`src/rtl/sfm_fixed_pkg.sv`:
```
package sfm_fixed_pkg;

    // unsigned fixed point, 8 fraction bits everywhere
    localparam int unsigned FRAC_BITS = 8;

    // addend and factor are Q8.8
    localparam int unsigned VALUE_W = 16;

    // partial sums, total and reciprocal are Q16.8
    localparam int unsigned SUM_W = 24;

    typedef logic [VALUE_W-1:0] value_t;
    typedef logic [SUM_W-1:0]   sum_t;

    // 1.0 in Q8.8
    localparam value_t ONE = value_t'(1 << FRAC_BITS);

    // newton steps after the leading-one estimate
    localparam int unsigned N_INV_ITERS = 2;

    // returned for a zero denominator
    localparam sum_t INV_SAT = '1;

endpackage

```
`src/rtl/sfm_acc_pkg.sv`:
```
package sfm_acc_pkg;

    import sfm_fixed_pkg::*;

    // interleaved partial sums
    localparam int unsigned N_LANES = 4;

    typedef logic [$clog2(N_LANES)-1:0] lane_idx_t;

    // one input item, last marks the packet end
    typedef struct packed {
        value_t addend;
        value_t factor;
        logic   last;
    } sfm_item_t;

    // denominator and its reciprocal
    typedef struct packed {
        sum_t sum;
        sum_t recip;
    } sfm_result_t;

endpackage

```
`src/rtl/sfm_dispatcher.sv`:
```
`timescale 1ns/1ps

module sfm_dispatcher
    import sfm_acc_pkg::*;
(
    input  logic                 clk_i,
    input  logic                 rst_ni,
    input  logic                 clear_i,
    input  logic                 in_valid_i,
    input  sfm_item_t            item_i,
    output logic                 in_ready_o,
    input  logic [N_LANES-1:0]   lane_ready_i,
    output logic [N_LANES-1:0]   lane_valid_o,
    output sfm_item_t            lane_item_o,
    output logic                 packet_end_o,
    input  logic                 drained_i
);

    lane_idx_t ptr_q;
    logic      accepting_q;
    logic      xfer;

    // only the pointed lane sees the item
    assign in_ready_o = accepting_q & lane_ready_i[ptr_q];
    assign xfer = in_valid_i & in_ready_o;
    assign packet_end_o = xfer & item_i.last;
    assign lane_item_o = item_i;

    always_comb begin
        lane_valid_o = '0;
        lane_valid_o[ptr_q] = accepting_q & in_valid_i;
    end

    always_ff @(posedge clk_i or negedge rst_ni) begin
        if (!rst_ni) begin
            ptr_q       <= '0;
            accepting_q <= 1'b1;
        end else if (clear_i) begin
            ptr_q       <= '0;
            accepting_q <= 1'b1;
        end else begin
            if (xfer) begin
                if (item_i.last || ptr_q == lane_idx_t'(N_LANES - 1)) begin
                    ptr_q <= '0;
                end else begin
                    ptr_q <= ptr_q + 1'b1;
                end
            end
            // closed from the last item until the result is taken
            if (packet_end_o) begin
                accepting_q <= 1'b0;
            end else if (drained_i) begin
                accepting_q <= 1'b1;
            end
        end
    end

endmodule

```
`config.mk`:
```
export PLATFORM = sky130hd
export DESIGN_NAME = sfm_dispatcher
export DESIGN_NICKNAME = d
export VERILOG_FILES = /design/src/rtl/sfm_fixed_pkg.sv /design/src/rtl/sfm_acc_pkg.sv /design/src/rtl/sfm_dispatcher.sv
export SDC_FILE = /design/constraint.sdc
export NUM_CORES = 1
export LEC_CHECK = 0
export BUFFER_PORTS_ARGS = -buffer_cell sky130_fd_sc_hd__buf_2
export CELL_PAD_IN_SITES_DETAIL_PLACEMENT = 1
export CELL_PAD_IN_SITES_GLOBAL_PLACEMENT = 1
export CORE_MARGIN = 10
export CORE_UTILIZATION = 17
export CTS_CLUSTER_SIZE = 20
export DETAILED_ROUTE_END_ITERATION = 10
export PLACE_DENSITY = 0.79
export SLEW_MARGIN = 20
export SYNTH_ARGS = -nofsm -noshare
export SYNTH_HDL_FRONTEND = slang
export SYNTH_SLANG_ARGS = --single-unit
```
`constraint.sdc`:
```
create_clock -name clk_i -period 1.4 [get_ports clk_i]
set_input_delay 0.21 -clock clk_i [delete_from_list [all_inputs] [get_ports clk_i]]
set_output_delay 0.21 -clock clk_i [all_outputs]
set_load 0.1 [all_outputs]
```
* Yosys cells after proc, flatten, opt, wreduce, memory -nomap -nowiden
Cells that the tools add are included.
** Operators by class
- Bitwise gates (word level) :: 5
- Equality and inequality tests :: 1
- Muxes and demuxes :: 10
- Reductions and logical operators :: 4
- Add/sub/neg operators :: 1
- Order comparisons :: 2
** Operator list (count)
- two-way mux 2 bit :: 3
- two-way mux 1 bit :: 5
- bitwise AND 1 bit :: 4
- bitwise AND 4 bit :: 1
- < comparator 2 x 3 -> 1 bit (second input constant) :: 1
- nonzero test 3 bit :: 1
- adder 2 x 1 -> 2 bit (second input constant) :: 1
- binary-select mux 1 bit (select 2 bit) :: 1
- demux 1 bit (select 2 bit) :: 1
- == test 2 bit (second input constant) :: 1
- greater-or-equal comparator 2 x 1 -> 1 bit (second input constant) :: 1
- nonzero test 2 bit :: 1
- logical AND 1 bit :: 1
- logical OR 1 bit :: 1
** Storage, ports and cells
- Output and inout bits :: 39
- Register bits :: 3
- Bits of input ports :: 42

* Depth between registers and ports, before layout
- Depth in word-level cells :: 7
- Depth in mapped cells :: 4
- Gate-level depth less buffers :: 4

* Worst setup path after synthesis
OpenSTA, ideal clock, no wires.
- Path type :: register -> output
- From :: register accepting_q
- To :: output port packet_end_o
- Path slack :: -0.487 ns
- Data required time :: 1.190 ns
- Path buffers :: 0
- Cell stages (with the launch flop) :: 4
- Arrival time :: 1.677 ns
- Cell sequence :: dfstp_2 and3b_1 o2bb2ai_4 and2_1
** Between the ends
- Word-level cells in the longest chain between the ends :: 3
** RTL lines
- from (decl) :: line sfm_dispatcher.sv:20 : logic accepting_q;
- from (signal assigned) :: line sfm_dispatcher.sv:37 : accepting_q <= 1'b1;
- from (signal assigned) :: line sfm_dispatcher.sv:40 : accepting_q <= 1'b1;
- from (signal assigned) :: line sfm_dispatcher.sv:51 : accepting_q <= 1'b0;
- bitwise AND 1 bit :: line sfm_dispatcher.sv:24 : assign in_ready_o = accepting_q & lane_ready_i[ptr_q];
- bitwise AND 1 bit :: line sfm_dispatcher.sv:25 : assign xfer = in_valid_i & in_ready_o;
- bitwise AND 1 bit :: line sfm_dispatcher.sv:26 : assign packet_end_o = xfer & item_i.last;
- to (decl) :: line sfm_dispatcher.sv:15 : output logic packet_end_o,
No other way between the ends.

* Worst setup path in the final report
- From :: register ptr_q[1]
- To :: output port packet_end_o
** Between the ends
- Word-level cells in the longest chain between the ends :: 5
** RTL lines
- from (decl) :: line sfm_dispatcher.sv:19 : lane_idx_t ptr_q;
- from (signal assigned) :: line sfm_dispatcher.sv:46 : ptr_q <= ptr_q + 1'b1;
- binary-select mux 1 bit (select 2 bit) :: line sfm_dispatcher.sv:24
- two-way mux 1 bit (implied by the code) :: line sfm_dispatcher.sv:24
- bitwise AND 1 bit :: line sfm_dispatcher.sv:24
- bitwise AND 1 bit :: line sfm_dispatcher.sv:25
- bitwise AND 1 bit :: line sfm_dispatcher.sv:26
No other way between the ends. The select of a mux whose other input is x is not followed.

==> flow_metrics.tcl <==
set metrics [dict create \
    status "complete, but fails checks" \
    violations "negative setup slack" \
    grt_pass1_wl_um 2394 \
    arrival_ps 1460 \
    synth_area_leaders "buf_4 (45%), dfrtp_1 (9.0%), ha_1 (9.0%)" \
    area_growth_pct 22.97 \
    antenna_left 0 \
    viasPerCell 3.404 \
    synthCells 64 \
    clk_transition_reported_paths_ps 40 \
    grt_pass1_vias 451 \
    crit_type "reg2out" \
    postLayoutSetupSlackWorst_ps -270.4 \
    rsz0062_at_grt "yes" \
    synth_ff_type "dfrtp_1" \
    p_per_area_nw_per_um2 686.9 \
    drtIter0Drc 2 \
    reg2reg_depth 4 \
    grt_max_degree 7 \
    combPwrFrac_pct 47.4 \
    finalCritPeriodShare_pct 119.3 \
    portBuffers 16 \
    r2r_start "ptr_q[1]" \
    ys_types 18 \
    dr_total_vias 354 \
    grt_usage_pct 5.237 \
    cp-end-kind "output pin" \
    synth_compound_area_share_pct 10.14 \
    synth_edf_count 0 \
    ys_seq_area_share_pct 13.74 \
    ir_drop_uv 245.1 \
    yosys-top-cells-count "buf_4 (33), and3_1 (4), ha_1 (4), nand2_1 (4), inv_1 (3)" \
    drive_gt1_share_pct 70.00 \
    maxSlewViolCount 0 \
    row_count 20 \
    dp_hpwl_um 1278 \
    synth_area_per_cell_um2 8.680 \
    n_antenna_cell 0 \
    die-area_um2 5954 \
    yosys_warnings 0 \
    p_leak_nw 0.2950 \
    synth_top_family_by_area "buffers and inverters" \
    dr.pass1.iters 3 \
    wl_per_cell_um 14.75 \
    fin_nets 107 \
    setup_violations 6 \
    synth_fp_nets 110 \
    synth-simple-area-share_pct 14.19 \
    synth.most_common_cell "buf_4" \
    synth-seq-cells 3 \
    dpl_cell_area_um2 576.8 \
    tightest_slew_ps 487.8 \
    synth_top_area_share_pct 44.59 \
    clk_latency_ps 230 \
    die_y_um 77.17 \
    netlist_area_um2 555.5 \
    tns_ps -1378 \
    cts_made_buffers 3 \
    crit_required_ps 1190 \
    switching_share_pct 38.16 \
    hold_viol 0 \
    whs_ps 204.9 \
    synth.largest_area_cell "buf_4" \
    clock_skew_ps 0.3228 \
    synth_mux_area_share_pct 6.306 \
    routed_wl_um 1534 \
    cts_tree "yes" \
    antenna_found_initial 0 \
    cts.sinks 3 \
    hp-class "in2reg" \
    reg2reg_setup_slack_ps 60 \
    clock-root-buffer "clkbuf_4" \
    worstSetupStartpoint "ptr_q[1]" \
    coreArea_um2 3103 \
    overflow 0 \
    synth_xor_area_share_pct 0 \
    place_congestion 0.7113 \
    io_pins 81 \
    intPower_mw 0.2902 \
    critPathLaunchType "register" \
    min_from "item_i[0]" \
    drcViolationCount 0 \
    hold_depth 2 \
    relSlewSlack_pct 67.71 \
    clockBufferDepth 2 \
    die_w_um 77.17 \
    ys_async_sr_fraction_pct 100.0 \
    cts_htree_levels 1 \
    crit_path_max_fanout 3 \
    seqPwrFrac_pct 20.4 \
    p_clk_share_pct 32.2 \
    min_period_ps 1670 \
    synth_adder_area_share_pct 9.009 \
    fmax_ghz 0.5987 \
    cap_violations 0 \
    switching_power_mw 0.1791 \
    final_cell_area_um2 683.2 \
    initial_utilization_pct 17.90 \
]
-- cells in the final DEF (no fill, tap or decap), drive strengths merged --
cell          n
a31oi         1
and2          1
and3          4
and3b         1
buf          24
clkbuf        4
dfrtp         2
dfstp         1
dlygate4sd3   1
ha            4
inv           3
mux2          1
mux2i         2
nand2         4
nand3         1
nand4b        1
nor3          2
o211a         1
o2bb2ai       1
o31ai         1
-- through the flow --
step                      utilization, %  power, mW  instances  worst slack [ps]
final                              22.02     0.4693        104            -270.4
after global routing               22.02     0.4989        104            -317.1
after CTS                          20.65     0.4696        103            -278.5
after detailed placement           18.59     0.2949         96            -108.9
after global placement             18.59     0.2895         96            -69.33
after floorplan                        -     0.6465         64            -201.6
-- layer usage --
| layer | share of wire (%) | track usage, % | vias up |
|---|---|---|---|
| li1 | - | - | 169 |
| met1 | 35 | 4.650 | 153 |
| met2 | 48 | 7.860 | 26 |
| met3 | 16 | 4.079 | 6 |
| met4 | 1.0 | 4.015 | 0 |
| met5 | 0 | 0 | - |
-- state kept, by name, summed over array words and instances, names as in the netlist --
register,count
accepting_q,1
ptr_q,2
-- path summary, 6_finish.rpt --
check / endpoint
min reg2reg: ptr_q[0]
max: packet_end_o
max reg2reg: ptr_q[1]
max in group asynchronous: accepting_q
min: accepting_q
min in group asynchronous: ptr_q[0]
-- critical path, cell delays in order, from the launching register on --
cell and delay [ps]:
dfrtp_2 440, mux2_4 340, o2bb2ai_4 140, and2_4 150, buf_12 160
-- timing repair --
action                                  in CTS  in global routing
setup buffers                                2                  2
pin swaps                                    2                  2
hold buffers                                 1                  0
endpoints found under the setup margin       6                  8
hold endpoints to repair                     3                  0
resized for setup                            4                  9
-- kinds of logic after synthesis --
kind of cell	count (synthesis)
flip-flops	3
adder cells (fa/ha/maj)	4
AND/OR/NAND/NOR	14
buffers and inverters	36
AO/OA/AOI/OAI	4
multiplexers	3
-- final cells by class --
cell class | count | area (um^2)
tap | 44 | 55.05
clock buffer | 4 | 26.28
inverter | 3 | 11.26
fill | 374 | 2420
sequential | 3 | 77.57
multi-input combinational | 25 | 269.0
timing repair buffer | 25 | 244.0
-- power groups by stage --
stage               clock network [mW]  logic, mW  registers (mW)
floorplan                            0      0.549          0.0973
global placement                     0      0.194          0.0959
detailed placement                   0      0.199          0.0962
CTS                              0.161      0.213          0.0952
global route                     0.170      0.233          0.0962
finish                           0.151      0.223          0.0955
(Power assumes the default switching activity.)
