`src/rtl/sfm_fixed_pkg.sv`:
```
package sfm_fixed_pkg;

    // unsigned fixed point, 8 fraction bits everywhere
    localparam int unsigned FRAC_BITS = 8;

    // addend and factor are Q8.8
    localparam int unsigned VALUE_W = 16;

    // partial sums, total and reciprocal are Q16.8
    localparam int unsigned SUM_W = 24;

    typedef logic [VALUE_W-1:0] value_t;
    typedef logic [SUM_W-1:0]   sum_t;

    // 1.0 in Q8.8
    localparam value_t ONE = value_t'(1 << FRAC_BITS);

    // newton steps after the leading-one estimate
    localparam int unsigned N_INV_ITERS = 2;

    // returned for a zero denominator
    localparam sum_t INV_SAT = '1;

endpackage

```
`src/rtl/sfm_acc_pkg.sv`:
```
package sfm_acc_pkg;

    import sfm_fixed_pkg::*;

    // interleaved partial sums
    localparam int unsigned N_LANES = 4;

    typedef logic [$clog2(N_LANES)-1:0] lane_idx_t;

    // one input item, last marks the packet end
    typedef struct packed {
        value_t addend;
        value_t factor;
        logic   last;
    } sfm_item_t;

    // denominator and its reciprocal
    typedef struct packed {
        sum_t sum;
        sum_t recip;
    } sfm_result_t;

endpackage

```
`src/rtl/sfm_lane_reducer.sv`:
```
`timescale 1ns/1ps

module sfm_lane_reducer
    import sfm_fixed_pkg::*;
    import sfm_acc_pkg::*;
(
    input  logic                   clk_i,
    input  logic                   rst_ni,
    input  logic                   clear_i,
    input  logic                   packet_end_i,
    input  sum_t [N_LANES-1:0]     lane_sum_i,
    input  logic [N_LANES-1:0]     lane_idle_i,
    output logic                   lane_clear_o,
    output logic                   recip_start_o,
    output sum_t                   total_o,
    input  logic                   recip_done_i,
    input  sum_t                   recip_i,
    output logic                   out_valid_o,
    input  logic                   out_ready_i,
    output sfm_result_t            result_o,
    output logic                   drained_o
);

    typedef enum logic [1:0] {S_WAIT, S_SUM, S_INV, S_HOLD} red_state_t;

    red_state_t  state_q;
    lane_idx_t   idx_q;
    logic        pend_q;
    logic        start_q;
    sum_t        total_q;
    sfm_result_t result_q;
    logic        out_xfer;

    assign out_valid_o = (state_q == S_HOLD);
    assign out_xfer = out_valid_o & out_ready_i;
    assign lane_clear_o = out_xfer;
    assign drained_o = out_xfer;
    assign recip_start_o = start_q;
    assign total_o = total_q;
    assign result_o = result_q;

    always_ff @(posedge clk_i or negedge rst_ni) begin
        if (!rst_ni) begin
            state_q <= S_WAIT;
            idx_q   <= '0;
            pend_q  <= 1'b0;
            start_q <= 1'b0;
        end else if (clear_i) begin
            state_q <= S_WAIT;
            idx_q   <= '0;
            pend_q  <= 1'b0;
            start_q <= 1'b0;
        end else begin
            start_q <= 1'b0;
            if (packet_end_i) begin
                pend_q <= 1'b1;
            end
            case (state_q)
                S_WAIT: begin
                    // last item must have left every lane
                    if (pend_q && (&lane_idle_i)) begin
                        state_q <= S_SUM;
                        idx_q   <= '0;
                        pend_q  <= 1'b0;
                    end
                end
                S_SUM: begin
                    idx_q <= idx_q + 1'b1;
                    if (idx_q == lane_idx_t'(N_LANES - 1)) begin
                        state_q <= S_INV;
                        start_q <= 1'b1;
                    end
                end
                S_INV: begin
                    if (recip_done_i) begin
                        state_q <= S_HOLD;
                    end
                end
                S_HOLD: begin
                    if (out_ready_i) begin
                        state_q <= S_WAIT;
                    end
                end
                default: state_q <= S_WAIT;
            endcase
        end
    end

    // one lane added per cycle
    always_ff @(posedge clk_i) begin
        if (state_q == S_WAIT) begin
            total_q <= '0;
        end else if (state_q == S_SUM) begin
            total_q <= total_q + lane_sum_i[idx_q];
        end
        if (state_q == S_INV && recip_done_i) begin
            result_q.sum   <= total_q;
            result_q.recip <= recip_i;
        end
    end

endmodule

```
`config.mk`:
```
export PLATFORM = sky130hd
export DESIGN_NAME = sfm_lane_reducer
export DESIGN_NICKNAME = d
export VERILOG_FILES = /design/src/rtl/sfm_fixed_pkg.sv /design/src/rtl/sfm_acc_pkg.sv /design/src/rtl/sfm_lane_reducer.sv
export SDC_FILE = /design/constraint.sdc
export NUM_CORES = 1
export LEC_CHECK = 0
export ABC_AREA = 1
export ABC_CLOCK_PERIOD_IN_PS = 6580
export BUFFER_PORTS_ARGS = -buffer_cell sky130_fd_sc_hd__buf_2
export CORE_MARGIN = 2
export CORE_UTILIZATION = 40
export CTS_CLUSTER_SIZE = 40
export DETAILED_ROUTE_END_ITERATION = 10
export PLACE_DENSITY = 0.7
export SLEW_MARGIN = 20
export SYNTH_ARGS = -nofsm -noshare
export SYNTH_HDL_FRONTEND = slang
export SYNTH_SLANG_ARGS = --single-unit
```
`constraint.sdc`:
```
create_clock -name clk_i -period 6.58 [get_ports clk_i]
set_input_delay 1.316 -clock clk_i [delete_from_list [all_inputs] [get_ports clk_i]]
set_output_delay 1.316 -clock clk_i [all_outputs]
set_load 0.01 [all_outputs]
```
**Word-level counts from Yosys, hierarchy flattened**

Cells that the tools add are included.

- Flip-flop bits (word level): 78
- Word-level logic and storage cells: 44
- Output and inout port bits: 76

- $lt $le $gt $ge: 1
- Reduce and logical (&&, ||, !) cells: 7
- Add/sub/neg operators: 2
- Muxes and demuxes: 18
- Eq/ne operators: 8
- Bitwise operators: 1

Operators by type and width:

| kind | count |
|---|---|
| 24-bit binary-select mux with 2-bit select | 1 |
| 24-bit adder | 1 |
| 24-bit 2-to-1 mux | 1 |
| 2-bit 2-to-1 mux | 7 |
| 3-bit inequality test (second input constant) | 3 |
| 2-bit one-hot mux with 4 select lines | 1 |
| 4-bit AND reduction | 2 |
| 1-bit 2-to-1 mux | 7 |
| 2-bit equality test (second input constant) | 3 |
| 2-bit one-hot mux with 2 select lines | 1 |
| 2-bit by 3-bit less-than comparator with 1-bit output (second input constant) | 1 |
| 3-bit by 2-bit inequality test with 1-bit output (second input constant) | 1 |
| 3-bit nonzero test | 1 |
| 2-bit by 1-bit adder with 2-bit output (second input constant) | 1 |
| 2-bit by 1-bit equality test with 1-bit output (second input constant) | 1 |
| 1-bit logical AND | 2 |
| 2-bit zero test | 1 |
| 2-bit AND reduction | 1 |
| 1-bit AND | 1 |

**Depth between registers and ports, before layout**

- Word-level depth: 5
- Depth in mapped cells: 18

**Worst setup path after synthesis**

No wires, ideal clock.

- Kind: input to register
- Start: input port lane_sum_i[24] in the netlist's numbering
- End: register total_q[12], in the netlist total_o[12]
- Path buffers: 0
- Path slack: 3.635 ns
- Arrival time: 2.832 ns
- Stages: 14
- Required time: 6.467 ns
- Cell sequence: o21ai_0 o22ai_1 ha_1 fa_1 nand2_1 nand2_1 nand2_1 o21ai_2 nand2_1 nand2_1 nand2_1 nand2_1 o21ai_1 inv_1

- Cells in the longest elaborated chain, start to end: 3

Ends and longest elaborated chain:

| item | RTL line | text |
|---|---|---|
| from (decl) | sfm_lane_reducer.sv:11 | `input sum_t [N_LANES-1:0] lane_sum_i,` |
| 24-bit binary-select mux with 2-bit select | sfm_lane_reducer.sv:94 | `total_q <= total_q + lane_sum_i[idx_q];` |
| 24-bit 2-to-1 mux (implied by the code) | sfm_lane_reducer.sv:94 |  |
| 24-bit adder | sfm_lane_reducer.sv:94 |  |
| to (signal assigned) | sfm_lane_reducer.sv:94 |  |
| to (decl) | sfm_lane_reducer.sv:30 | `sum_t total_q;` |

No other way between the ends. The select of a mux whose other input is x is not followed.
A chain may end at the register's enable or synchronous reset.

**Worst setup path after layout**

- Start: register idx_q[1]
- End: register total_q[17], in the netlist total_o[17]

- Cells in the longest elaborated chain, start to end: 3

Ends and longest elaborated chain:

| item | RTL line | text |
|---|---|---|
| from (decl) | sfm_lane_reducer.sv:27 | `lane_idx_t idx_q;` |
| from (signal assigned) | sfm_lane_reducer.sv:68 | `idx_q <= idx_q + 1'b1;` |
| 24-bit binary-select mux with 2-bit select | sfm_lane_reducer.sv:94 |  |
| 24-bit 2-to-1 mux (implied by the code) | sfm_lane_reducer.sv:94 |  |
| 24-bit adder | sfm_lane_reducer.sv:94 |  |

No other way between the ends. The select of a mux whose other input is x is not followed.

==> results.md <==
- CTS Sinks: slightly below 80
- Mapped Cells: between 700 and 800
- Status: finished, final reports clean
- Leakage: between 3 and 4 nW
- Top FF cell, synth: edfxtp_1
- Port Buffers: between 200 and 250
- Initial antenna violation count: 0
- Synth unique cells: 33
- # setup viols final: 0
- Clock root buffer: clkbuf_16
- Top-area cell type share of the netlist area: 0.283
- Total GRT Usage: 0.222
- Starting Density: 0.407
- Top cells by count, synth: nand2_1 (181), nor2_1 (124), inv_1 (111)
- Global-route wire length before repair: roughly 23000 um
- Sequential cell area fraction in the yosys report: 0.406
- Relative slew slack: 0.289
- Hold_ws: 490 ps
- Dpl hpwl: about 12000 um
- Area growth, synth to finish: 29.5%
- GP Congestion: just over 0.9
- DR vias: around 5200
- # DRC: 0
- Post-DRT Antenna Nets: 0
- RSZ-0062 raised after global routing: false
- VDD IR max: approximately 0.23 mV
- Die height: roughly 120 um
- Mean Syn Cell Area: a little over 7 um2
- Seq cells post-synth: 78
- Clk slew on worst S/H paths: around 60 ps
- Longest Clk Path Bufs: 2
- PwrDens: around 390 mW/mm2
- Number of synthesized flops with an enable pin: 48
- Cts hold-fix bufs: 0
- CP endpoint kind: flop
- Warnings from Yosys: 0
- Worst-skew pair later-pin latency: about 340 ps
- CP cell instances: inv_1 -> o21ai_0 -> o22ai_1 -> ha_1 -> nand2_1 -> nor2_1 -> inv_1 -> nor3_1 -> nand2_1 -> nand3_1 -> nand3_1 -> nand2_1 -> inv_1
- Required time worst endpoint: 6830 ps
- CP Max Fanout: 27
- Number of cell rows: between 40 and 50
- Fin. Hold Viols: 0
- Largest net degree at the start of global routing: 52
- Period utilisation layout: 0.508
- Routed Wire Length: roughly 15000 um
- CP Class: reg -> reg
- Worst Tran Pin Value: ~1100 ps
- Vias in the first global route: ~4800
- Buffers plus inverters on the worst setup path: 3
- Top-count cell post-synth: nand2_1
- Ranking of synthesized cells by area: edfxtp_1 (28%), nand2_1 (13%), dfxtp_1 (9.4%), nor2_1 (9.1%), inv_1 (8.2%)
- Syn nets: approximately 880
- Number of setup buffers added after CTS: 0
- Drt via density: approximately 4.8
- Peak Freq: 299 MHz
- DRT Pass-1 Iters: 7
- Total negative slack: 0 ps
- Avg WL per Cell: 13.6 um
- Critical-path top delay cell: dfrtp_1
- Synth Cell Area: 0.00510 mm2
- CP max stage delay: 880 ps
- Async SR Flop Fraction: 0.0769
- WP data arrival: about 3600 ps
- DRT iter0 DRCs: 309
- Critical path startpoint category: flop
- Yosys top cell by area: edfxtp_1
- Post-CTS sizing: 0
- Die area: 0.0137 mm2
- Io pins: 206
- Slew Limit Fails: 0
- Core box area: roughly 0.013 mm2
- CP top delay family: flip-flops
- Diodes inserted: 0
- Layout Nets: 1075
- Hold crit path type: reg -> reg
- Setup Skew: between 8 and 9 ps
- # H-tree levels: 3
- Fill cells: between 1000 and 1500
- Die span in x: about 120 um
- Fraction of layout cells with a size suffix above 1: 0.257
- GRT overflow: 0
- CTS buffer count: 9
- Number of max-cap violations: 0
- Min Tclk post-route: roughly 3300 ps
- CTS tree: done
[metrics by stage]
step	cell area, um2	power, W	util	setup slack (ps)	instances
2_1_floorplan	5100	0.00163	-	3630	719
3_3_place_gp	6270	0.00198	0.501	3300	1076
3_5_place_dp	6270	0.00199	0.501	3320	1076
4_1_cts	6610	0.00257	0.528	3290	1092
5_1_grt	6610	0.00279	0.528	2840	1092
6_report	6610	0.00256	0.528	3240	1092
[cells in the final DEF (no fill, tap or decap), types with 2 or more instances in the layout]
cell type / count
buf_2: 205
nand2_1: 181
nor2_1: 124
inv_1: 110
o21ai_0: 62
edfxtp_1: 48
nand3_1: 33
ha_1: 29
dfxtp_1: 24
o22ai_1: 23
a21oi_1: 14
clkbuf_16: 9
xor2_1: 8
dfrtp_1: 6
nand4_1: 5
nand2_2: 5
o21ai_1: 4
nand3b_1: 3
bufinv_16: 3
buf_4: 3
inv_2: 2
nand3_2: 2
nor2_4: 2
nor3_1: 2
clkbuf_1: 2
[routing by layer]
metal  vias up  part of all wire  global-route usage
li1       2688                 -                   -
met1      2273              0.45               0.285
met2       235              0.45               0.375
met3        19             0.086              0.0494
met4         0             0.013              0.0643
met5         -                 0                   0
[final timing paths]
path | start | end | slack [ps] | depth (start not counted)
worst max-delay path | idx_q[1] | total_o[17] | 3240 | 13
worst min-delay path | total_o[23] | result_o[47] | 490 | 0
worst max register to register | idx_q[1] | total_o[17] | 3240 | 13
worst min register to register | total_o[23] | result_o[47] | 490 | 0
max in group asynchronous | rst_ni | idx_q[0] | 5640 | 1
min in group asynchronous | rst_ni | idx_q[1] | 790 | 1
[flip-flops by register name (all words and copies together) (netlist names)]
name and cells:
idx_q 2, pend_q 1, recip_start_o 1, result_o 48
state_q 2, total_o 24
[report_power, final]
part           switching, W  total (W)  internal, W
clock network      0.000208   0.000581     0.000373
registers         0.0000578   0.000676     0.000618
logic              0.000856    0.00130     0.000446
total               0.00112    0.00256      0.00144
[cell families after synthesis]
kind of cell               Yosys count  synth area share
DFF                                 78             0.406
AOI/OAI and AO/OA                  108             0.115
and+or+nand+nor                    359             0.286
xor gates and xnor gates             9            0.0155
buffers and inverters              135             0.102
adders and majority gates           30            0.0751
[final cells by class]
type,instances,area (um2),share of cell area
Multi-Input combinational cell,506,2510,0.380
Clock inverter,5,108,0.0163
Tap cell,172,215,0.0326
Inverter,112,420,0.0636
Clock buffer,11,233,0.0352
Timing Repair Buffer,208,1050,0.159
Sequential cell,78,2070,0.314
No activity file was read; power rests on OpenSTA's default activity.
