## src/rtl/sfm_fixed_pkg.sv

```systemverilog
package sfm_fixed_pkg;

    // unsigned fixed point, 8 fraction bits everywhere
    localparam int unsigned FRAC_BITS = 8;

    // addend and factor are Q8.8
    localparam int unsigned VALUE_W = 16;

    // partial sums, total and reciprocal are Q16.8
    localparam int unsigned SUM_W = 24;

    typedef logic [VALUE_W-1:0] value_t;
    typedef logic [SUM_W-1:0]   sum_t;

    // 1.0 in Q8.8
    localparam value_t ONE = value_t'(1 << FRAC_BITS);

    // newton steps after the leading-one estimate
    localparam int unsigned N_INV_ITERS = 2;

    // returned for a zero denominator
    localparam sum_t INV_SAT = '1;

endpackage

```

## src/rtl/sfm_reciprocal.sv

```systemverilog
`timescale 1ns/1ps

module sfm_reciprocal
    import sfm_fixed_pkg::*;
(
    input  logic clk_i,
    input  logic rst_ni,
    input  logic clear_i,
    input  logic start_i,
    input  sum_t den_i,
    output logic done_o,
    output sum_t recip_o
);

    typedef enum logic [1:0] {R_IDLE, R_T, R_X} rcp_state_t;

    rcp_state_t                           state_q;
    logic [$clog2(N_INV_ITERS + 1)-1:0]   iter_q;
    logic                                 done_q;
    sum_t                                 den_q;
    sum_t                                 x_q;
    sum_t                                 t_q;
    sum_t                                 x_init;
    sum_t                                 t_next;
    sum_t                                 x_next;
    sum_t                                 two_one;
    logic [2*SUM_W-1:0]                   prod_t;
    logic [2*SUM_W-1:0]                   prod_x;

    assign done_o = done_q;
    assign recip_o = x_q;
    assign two_one = sum_t'(ONE) << 1;

    // start value from the leading one of the denominator
    always_comb begin
        int lead;
        int expo;
        lead = 0;
        for (int i = 0; i < SUM_W; i++) begin
            if (den_i[i]) begin
                lead = i;
            end
        end
        expo = (lead >= 2 * FRAC_BITS) ? 0 : 2 * FRAC_BITS - lead;
        if (expo > SUM_W - 1) begin
            expo = SUM_W - 1;
        end
        x_init = sum_t'(1) << expo;
    end

    // t = den * x, clamped at 2.0
    assign prod_t = (2*SUM_W)'(den_q) * (2*SUM_W)'(x_q);
    always_comb begin
        logic [2*SUM_W-1:0] shifted;
        shifted = prod_t >> FRAC_BITS;
        t_next = shifted[SUM_W-1:0];
        if (t_next > two_one) begin
            t_next = two_one;
        end
    end

    // x = x * (2 - t)
    assign prod_x = (2*SUM_W)'(x_q) * (2*SUM_W)'(two_one - t_q);
    always_comb begin
        logic [2*SUM_W-1:0] shifted;
        shifted = prod_x >> FRAC_BITS;
        x_next = shifted[SUM_W-1:0];
    end

    always_ff @(posedge clk_i) begin
        if (start_i) begin
            den_q <= den_i;
            x_q   <= (den_i == '0) ? INV_SAT : x_init;
        end else if (state_q == R_T) begin
            t_q <= t_next;
        end else if (state_q == R_X) begin
            x_q <= x_next;
        end
    end

    always_ff @(posedge clk_i or negedge rst_ni) begin
        if (!rst_ni) begin
            state_q <= R_IDLE;
            iter_q  <= '0;
            done_q  <= 1'b0;
        end else if (clear_i) begin
            state_q <= R_IDLE;
            iter_q  <= '0;
            done_q  <= 1'b0;
        end else begin
            done_q <= 1'b0;
            case (state_q)
                R_IDLE: begin
                    iter_q <= '0;
                    if (start_i) begin
                        // zero total finishes at once
                        if (den_i == '0) begin
                            done_q <= 1'b1;
                        end else begin
                            state_q <= R_T;
                        end
                    end
                end
                R_T: state_q <= R_X;
                R_X: begin
                    iter_q <= iter_q + 1'b1;
                    if (iter_q == N_INV_ITERS - 1) begin
                        state_q <= R_IDLE;
                        done_q  <= 1'b1;
                    end else begin
                        state_q <= R_T;
                    end
                end
                default: state_q <= R_IDLE;
            endcase
        end
    end

endmodule

```

## config.mk

```make
export PLATFORM = sky130hd
export DESIGN_NAME = sfm_reciprocal
export DESIGN_NICKNAME = d
export VERILOG_FILES = /design/src/rtl/sfm_fixed_pkg.sv /design/src/rtl/sfm_reciprocal.sv
export SDC_FILE = /design/constraint.sdc
export NUM_CORES = 2
export LEC_CHECK = 0
export BUFFER_PORTS_ARGS = -buffer_cell sky130_fd_sc_hd__clkbuf_2
export CORE_AREA = 2 2 197 238
export DETAILED_ROUTE_END_ITERATION = 6
export DIE_AREA = 0 0 199 240
export PLACE_DENSITY = 0.94
export SLEW_MARGIN = 30
export SYNTH_ARGS = -nofsm -noshare
export SYNTH_HDL_FRONTEND = slang
export SYNTH_SLANG_ARGS = --single-unit
```

## constraint.sdc

```tcl
create_clock -name clk_i -period 13.6 [get_ports clk_i]
set_input_delay 4.08 -clock clk_i [delete_from_list [all_inputs] [get_ports clk_i]]
set_output_delay 4.08 -clock clk_i [all_outputs]
set_load 0.005 [all_outputs]
```

Word level (Yosys, flattened, before mapping). Cells that the tools add are included.

Order comparisons: 3. Bitwise gates (word level): 1. Reduce and logical (&&, ||, !) cells: 7. Shift-type cells: 1. $add $sub $neg: 3. Muxes and demuxes: 41. $mul: 2. Equality and inequality tests: 6.

Operators by type and width (number): two-way mux 32 bit (21); two-way mux 24 bit (4); greater-or-equal comparator 32 x 5 -> 1 bit, second input constant (1); greater-than comparator 32 x 5 -> 1 bit, second input constant (1); multiplier 24 x 24 -> 32 bit (1); multiplier 25 x 25 -> 32 bit (1); left shift 1 x 32 -> 24 bit, first input constant (1); subtractor 5 x 32 -> 32 bit, first input constant (1); subtractor 10 x 24 -> 25 bit, first input constant (1); greater-than comparator 24 x 10 -> 1 bit, second input constant (1); logical NOT 24 bit (1); two-way mux 2 bit (6); two-way mux 1 bit (6); inequality test 3 bit, second input constant (2); one-hot mux 2 bit (3 select lines) (1); AND reduction 2 bit (3); == test 2 x 1 -> 1 bit, second input constant (2); one-hot mux 2 bit (2 select lines) (1); two-way mux 3 bit (1); nonzero test 3 bit (1); adder 2 x 1 -> 2 bit, second input constant (1); == test 2 bit, second input constant (1); logical NOT 2 bit (1); inequality test 2 bit, second input constant (1); other kinds (3) (3).

Logic and storage cells: 70. Register bits: 77. Output and inout bits: 25. Input port bits: 28.

Longest topological paths before layout.
Depth after elaboration: 30. Gate-level depth with buffers: 33. Depth with buffers taken out: 31.

Worst setup path after synthesis. OpenSTA, ideal clock, no wires.

Kind: register to register. Start point: register t_q[0]. End point: register x_q[23] (netlist: recip_o[23]) (data pin). Setup time: 0.256 ns. Path buffers: 3. Clock period less this slack: 8.185 ns. Arrival time: 7.929 ns. Data required time: 13.344 ns. Stages on the path, launching flop included: 31. Slack: 5.415 ns. Cells stage by stage: edfxtp_1 > clkbuf_1 > inv_1 > ha_1 > or4b_4 > o21ai_4 > nand2_1 > xor2_1 > clkbuf_1 > clkbuf_1 > nand2_1 > fa_1 > inv_1 > fa_1 > inv_1 > fa_1 > inv_1 > fa_1 > inv_1 > fa_1 > fa_1 > inv_1 > fa_1 > ha_1 > a211o_1 > o31ai_1 > a21oi_1 > a2111oi_2 > a21oi_1 > xnor2_1 > o22a_1.

Longest elaborated chain between the ends: 5.

Ends and longest elaborated chain: from (decl) (RTL line sfm_reciprocal.sv:22) `sum_t t_q;`; from (signal assigned) (RTL line sfm_reciprocal.sv:75) `t_q <= t_next;`; subtractor 10 x 24 -> 25 bit (RTL line sfm_reciprocal.sv:63) `assign prod_x = (2*SUM_W)'(x_q) * (2*SUM_W)'(two_one - t_q);`; multiplier 25 x 25 -> 32 bit (RTL line sfm_reciprocal.sv:63); two-way mux 24 bit (RTL line sfm_reciprocal.sv:76) `end else if (state_q == R_X) begin`; two-way mux 24 bit (RTL line sfm_reciprocal.sv:74) `end else if (state_q == R_T) begin`; two-way mux 24 bit (RTL line sfm_reciprocal.sv:71) `if (start_i) begin`; to (signal assigned) (RTL line sfm_reciprocal.sv:73) `x_q <= (den_i == '0) ? INV_SAT : x_init;`; to (signal assigned) (RTL line sfm_reciprocal.sv:77) `x_q <= x_next;`; to (decl) (RTL line sfm_reciprocal.sv:21) `sum_t x_q;`.

Every way passes these cells. The select of a mux whose other input is x is not followed. A chain may end at the register's enable or synchronous reset.

Final worst setup path.
Start point: register x_q[6] (netlist: recip_o[6]). End point: register t_q[7] (data pin).

Longest elaborated chain between the ends: 2.

Ends and longest elaborated chain: multiplier 24 x 24 -> 32 bit (*) (RTL line sfm_reciprocal.sv:52) `assign prod_t = (2*SUM_W)'(den_q) * (2*SUM_W)'(x_q);`; greater-than comparator 24 x 10 -> 1 bit (RTL line sfm_reciprocal.sv:57) `if (t_next > two_one) begin`.

Every way passes the cells marked *; elsewhere a longest branch is shown, timed or not.

==> results.json <==
{
  "hold_path.class": "register to register",
  "syn_avg_cell_area_sq_um": 9.08,
  "ys.flop_type": "edfxtp_1",
  "synth_top_cells_by_count": "inv_1, fa_1, nand2_1",
  "routed.top_layer": "met5",
  "grt_max_degree": 64,
  "crit_top_cell": "fa_1",
  "final.setup.tns_ns": 0,
  "ys_async_sr_fraction": 0.0649,
  "die_y_um": 240,
  "clk_pin_slew_ns": 0.07,
  "clock_path_buffers": 2,
  "numPortBuffers": 52,
  "synth_cell_types": 75,
  "yosysWarningCount": 0,
  "hpwl_um": 67400,
  "first_global_vias": 29602,
  "wl_met2_um": 43600,
  "cp.arrival_ns": 9.98,
  "run_status": "finished, final reports clean",
  "clock_latency_ns": 0.35,
  "cp_num_buf_inv": 4,
  "grt.total_usage": 0.414,
  "row_count": 86,
  "drcViolationCount": 0,
  "postRouteAntennaNets": 0,
  "fin_nets": 4407,
  "multiInputGateArea_sq_mm": 0.0258,
  "worst_pin_slew_ns": 1.35,
  "io_pins": 53,
  "start_kind": "register",
  "maxCapViolCount": 0,
  "synth-simple-area-share": 0.174,
  "final-max-slew-violation-count": 0,
  "fillers": 2730,
  "seq_area_frac_synth": 0.0726,
  "endpoint_kind": "register",
  "synth-edff-count": 72,
  "synth.mux.area_fraction": 0.00230,
  "post-route-util": 0.719,
  "finalSetupViolCount": 0,
  "syn2layout_area_growth_pct": 3.75,
  "cts.htree.levels": 3,
  "die_w_um": 199,
  "synth.most_common_cell": "inv_1",
  "hold_buffers": 0,
  "postSynthCellCount": 3473,
  "synth_top_area_cell": "fa_1",
  "path_delay_family": "adder cells",
  "crit_path_max_fanout": 35,
  "critPathSlowestCell": "nor4_1",
  "fin_skew_ns": 0.00925,
  "cts_resized": 0,
  "synth_compound_area_frac": 0.0458,
  "layout.cells.non_filler": 4039,
  "r2r_slack_ns": 3.59,
  "synthXorXnorAreaFrac": 0.0340,
  "yosysTopAreaCellShare": 0.466,
  "synth_seq_cells": 77,
  "overflow": 0,
  "rsz0062_at_grt": "false",
  "wl_per_cell_um": 23.0,
  "critical-path-max-stage-delay_ns": 1.28,
  "dieArea_sq_mm": 0.0478,
  "core_sq_mm": 0.0455,
  "period_minus_slack_ns": 10.01,
  "max-slew-margin-rel": 0.0945,
  "place_inst": 4015,
  "post-cts-setup-buffer-count": 0,
  "start_util": 0.693,
  "seq_area_sq_mm": 0.00229,
  "grt_pass1_wl_um": 150000,
  "wl_um": 92900,
  "cp.required_ns": 13.57,
  "met3_length_um": 12100,
  "fmax_mhz": 99.9,
  "synth_top_family_by_area": "adder cells",
  "antenna_found_initial": 1,
  "met1_length_um": 27200,
  "cts_sinks": 77,
  "post-route-period-util": 0.736,
  "routabilityCongestion": 0.936,
  "synthAdderAreaFrac": 0.557,
  "hold_viol_final": 0,
  "drt_iter0_markers": 2756,
  "synth_area_leaders": "fa_1, inv_1, ha_1",
  "crit_type": "register to register",
  "viasPerCell": 6.35,
  "crit_chain": "buf_4, nand2_1, fa_1, inv_1, fa_1, fa_1, inv_1, fa_1, fa_1, inv_1, fa_1, fa_1, ha_1, nand3_1, nor3_1, a21oi_1, o21ai_1, nor3b_1, or4b_1, nor4_1, o2111ai_1, nor4_1",
  "cts_tree": "done",
  "final_layout_size_suffix_gt1_frac": 0.0435,
  "dr.pass1.iters": 7,
  "cts_buffers": 9,
  "synthesis.area_sq_mm": 0.0315,
  "root_buffer": "clkbuf_16",
  "dr_total_vias": 25634
}
==> worst register-to-register path, cell delays in order, from the launching register on <==
cell	delay, ns
edfxtp_1	0.77
buf_4	0.61
nand2_1	0.33
fa_1	0.66
inv_1	0.09
fa_1	0.42
fa_1	0.52
inv_1	0.12
fa_1	0.53
fa_1	0.57
inv_1	0.07
fa_1	0.52
fa_1	0.45
ha_1	0.40
nand3_1	0.14
nor3_1	0.34
a21oi_1	0.12
o21ai_1	0.20
nor3b_1	0.09
or4b_1	0.50
nor4_1	0.31
o2111ai_1	0.58
nor4_1	1.29
==> per-layer routing <==
metal | GRT usage | vias up
met3 | 0.127 | 982
met2 | 0.674 | 2250
met5 | 0 | -
met1 | 0.441 | 12276
li1 | - | 10124
met4 | 0.344 | 2
==> logic make-up (layout without fill, tap and decap cells) <==
kind of cell / Yosys count / in the layout
flops: 77 / 77
compound gates: 214 / 214
other cells: 1 / 15
simple gates: 1137 / 1137
mux: 7 / 7
buf+inv: 962 / 898
fa+ha+maj: 962 / 962
xor+xnor: 113 / 113
==> area by class of cell <==
cell class / instances / area share
Tap cell: 616 / 0.0236
Inverter: 777 / 0.0892
Sequential cell: 77 / 0.0699
Timing Repair Buffer: 105 / 0.0215
Antenna cell: 1 / 0.0000765
Multi-Input combinational cell: 2447 / 0.788
Clock buffer: 10 / 0.00700
Clock inverter: 6 / 0.00119
==> cell usage in the layout, fill, tap and decap left out, types with 7 or more instances in the layout <==
cell type / n
a21o_1: 29
and3_1: 8
conb_1: 14
ha_1: 228
or4_1: 7
a31oi_1: 8
clkbuf_16: 9
buf_4: 45
xor2_1: 35
nor3_1: 19
o21a_1: 14
fa_1: 734
clkbuf_2: 52
a21oi_1: 58
o21bai_1: 8
inv_1: 777
xnor2_1: 64
edfxtp_1: 72
nand3_1: 12
nand4_1: 11
nor2b_1: 11
nor2_1: 53
nand2_1: 608
o21ai_1: 8
o21ai_0: 32
nand2b_1: 13
and2_1: 342
nor4_1: 20
==> state kept, by name, summed over array words and instances (netlist names) <==
signal,count
t_q,24
state_q,2
recip_o,24
den_q,24
done_o,1
iter_q,2
==> worst paths after layout <==
path                             from        end  cells past startpoint
setup / recovery           recip_o[6]     t_q[7]                     22
max in group asynchronous      rst_ni     done_o                      1
hold / removal              iter_q[0]  iter_q[0]                      2
min in group asynchronous      rst_ni  iter_q[1]                      1
hold reg to reg             iter_q[0]  iter_q[0]                      2
setup reg to reg           recip_o[6]     t_q[7]                     22
==> through the flow <==
stage	hold slack, ns	setup WS (ns)	area (sq um)
floorplan	0.487	5.41	31600
finish	0.563	3.59	32700
global placement	0.499	4.83	32300
CTS	0.562	4.48	32600
global route	0.624	3.54	32700
detailed placement	0.548	4.58	32300
Power is left out: the tool's default activity adds up to more than one toggle a clock period on the data nets, which glitch-free logic cannot reach.
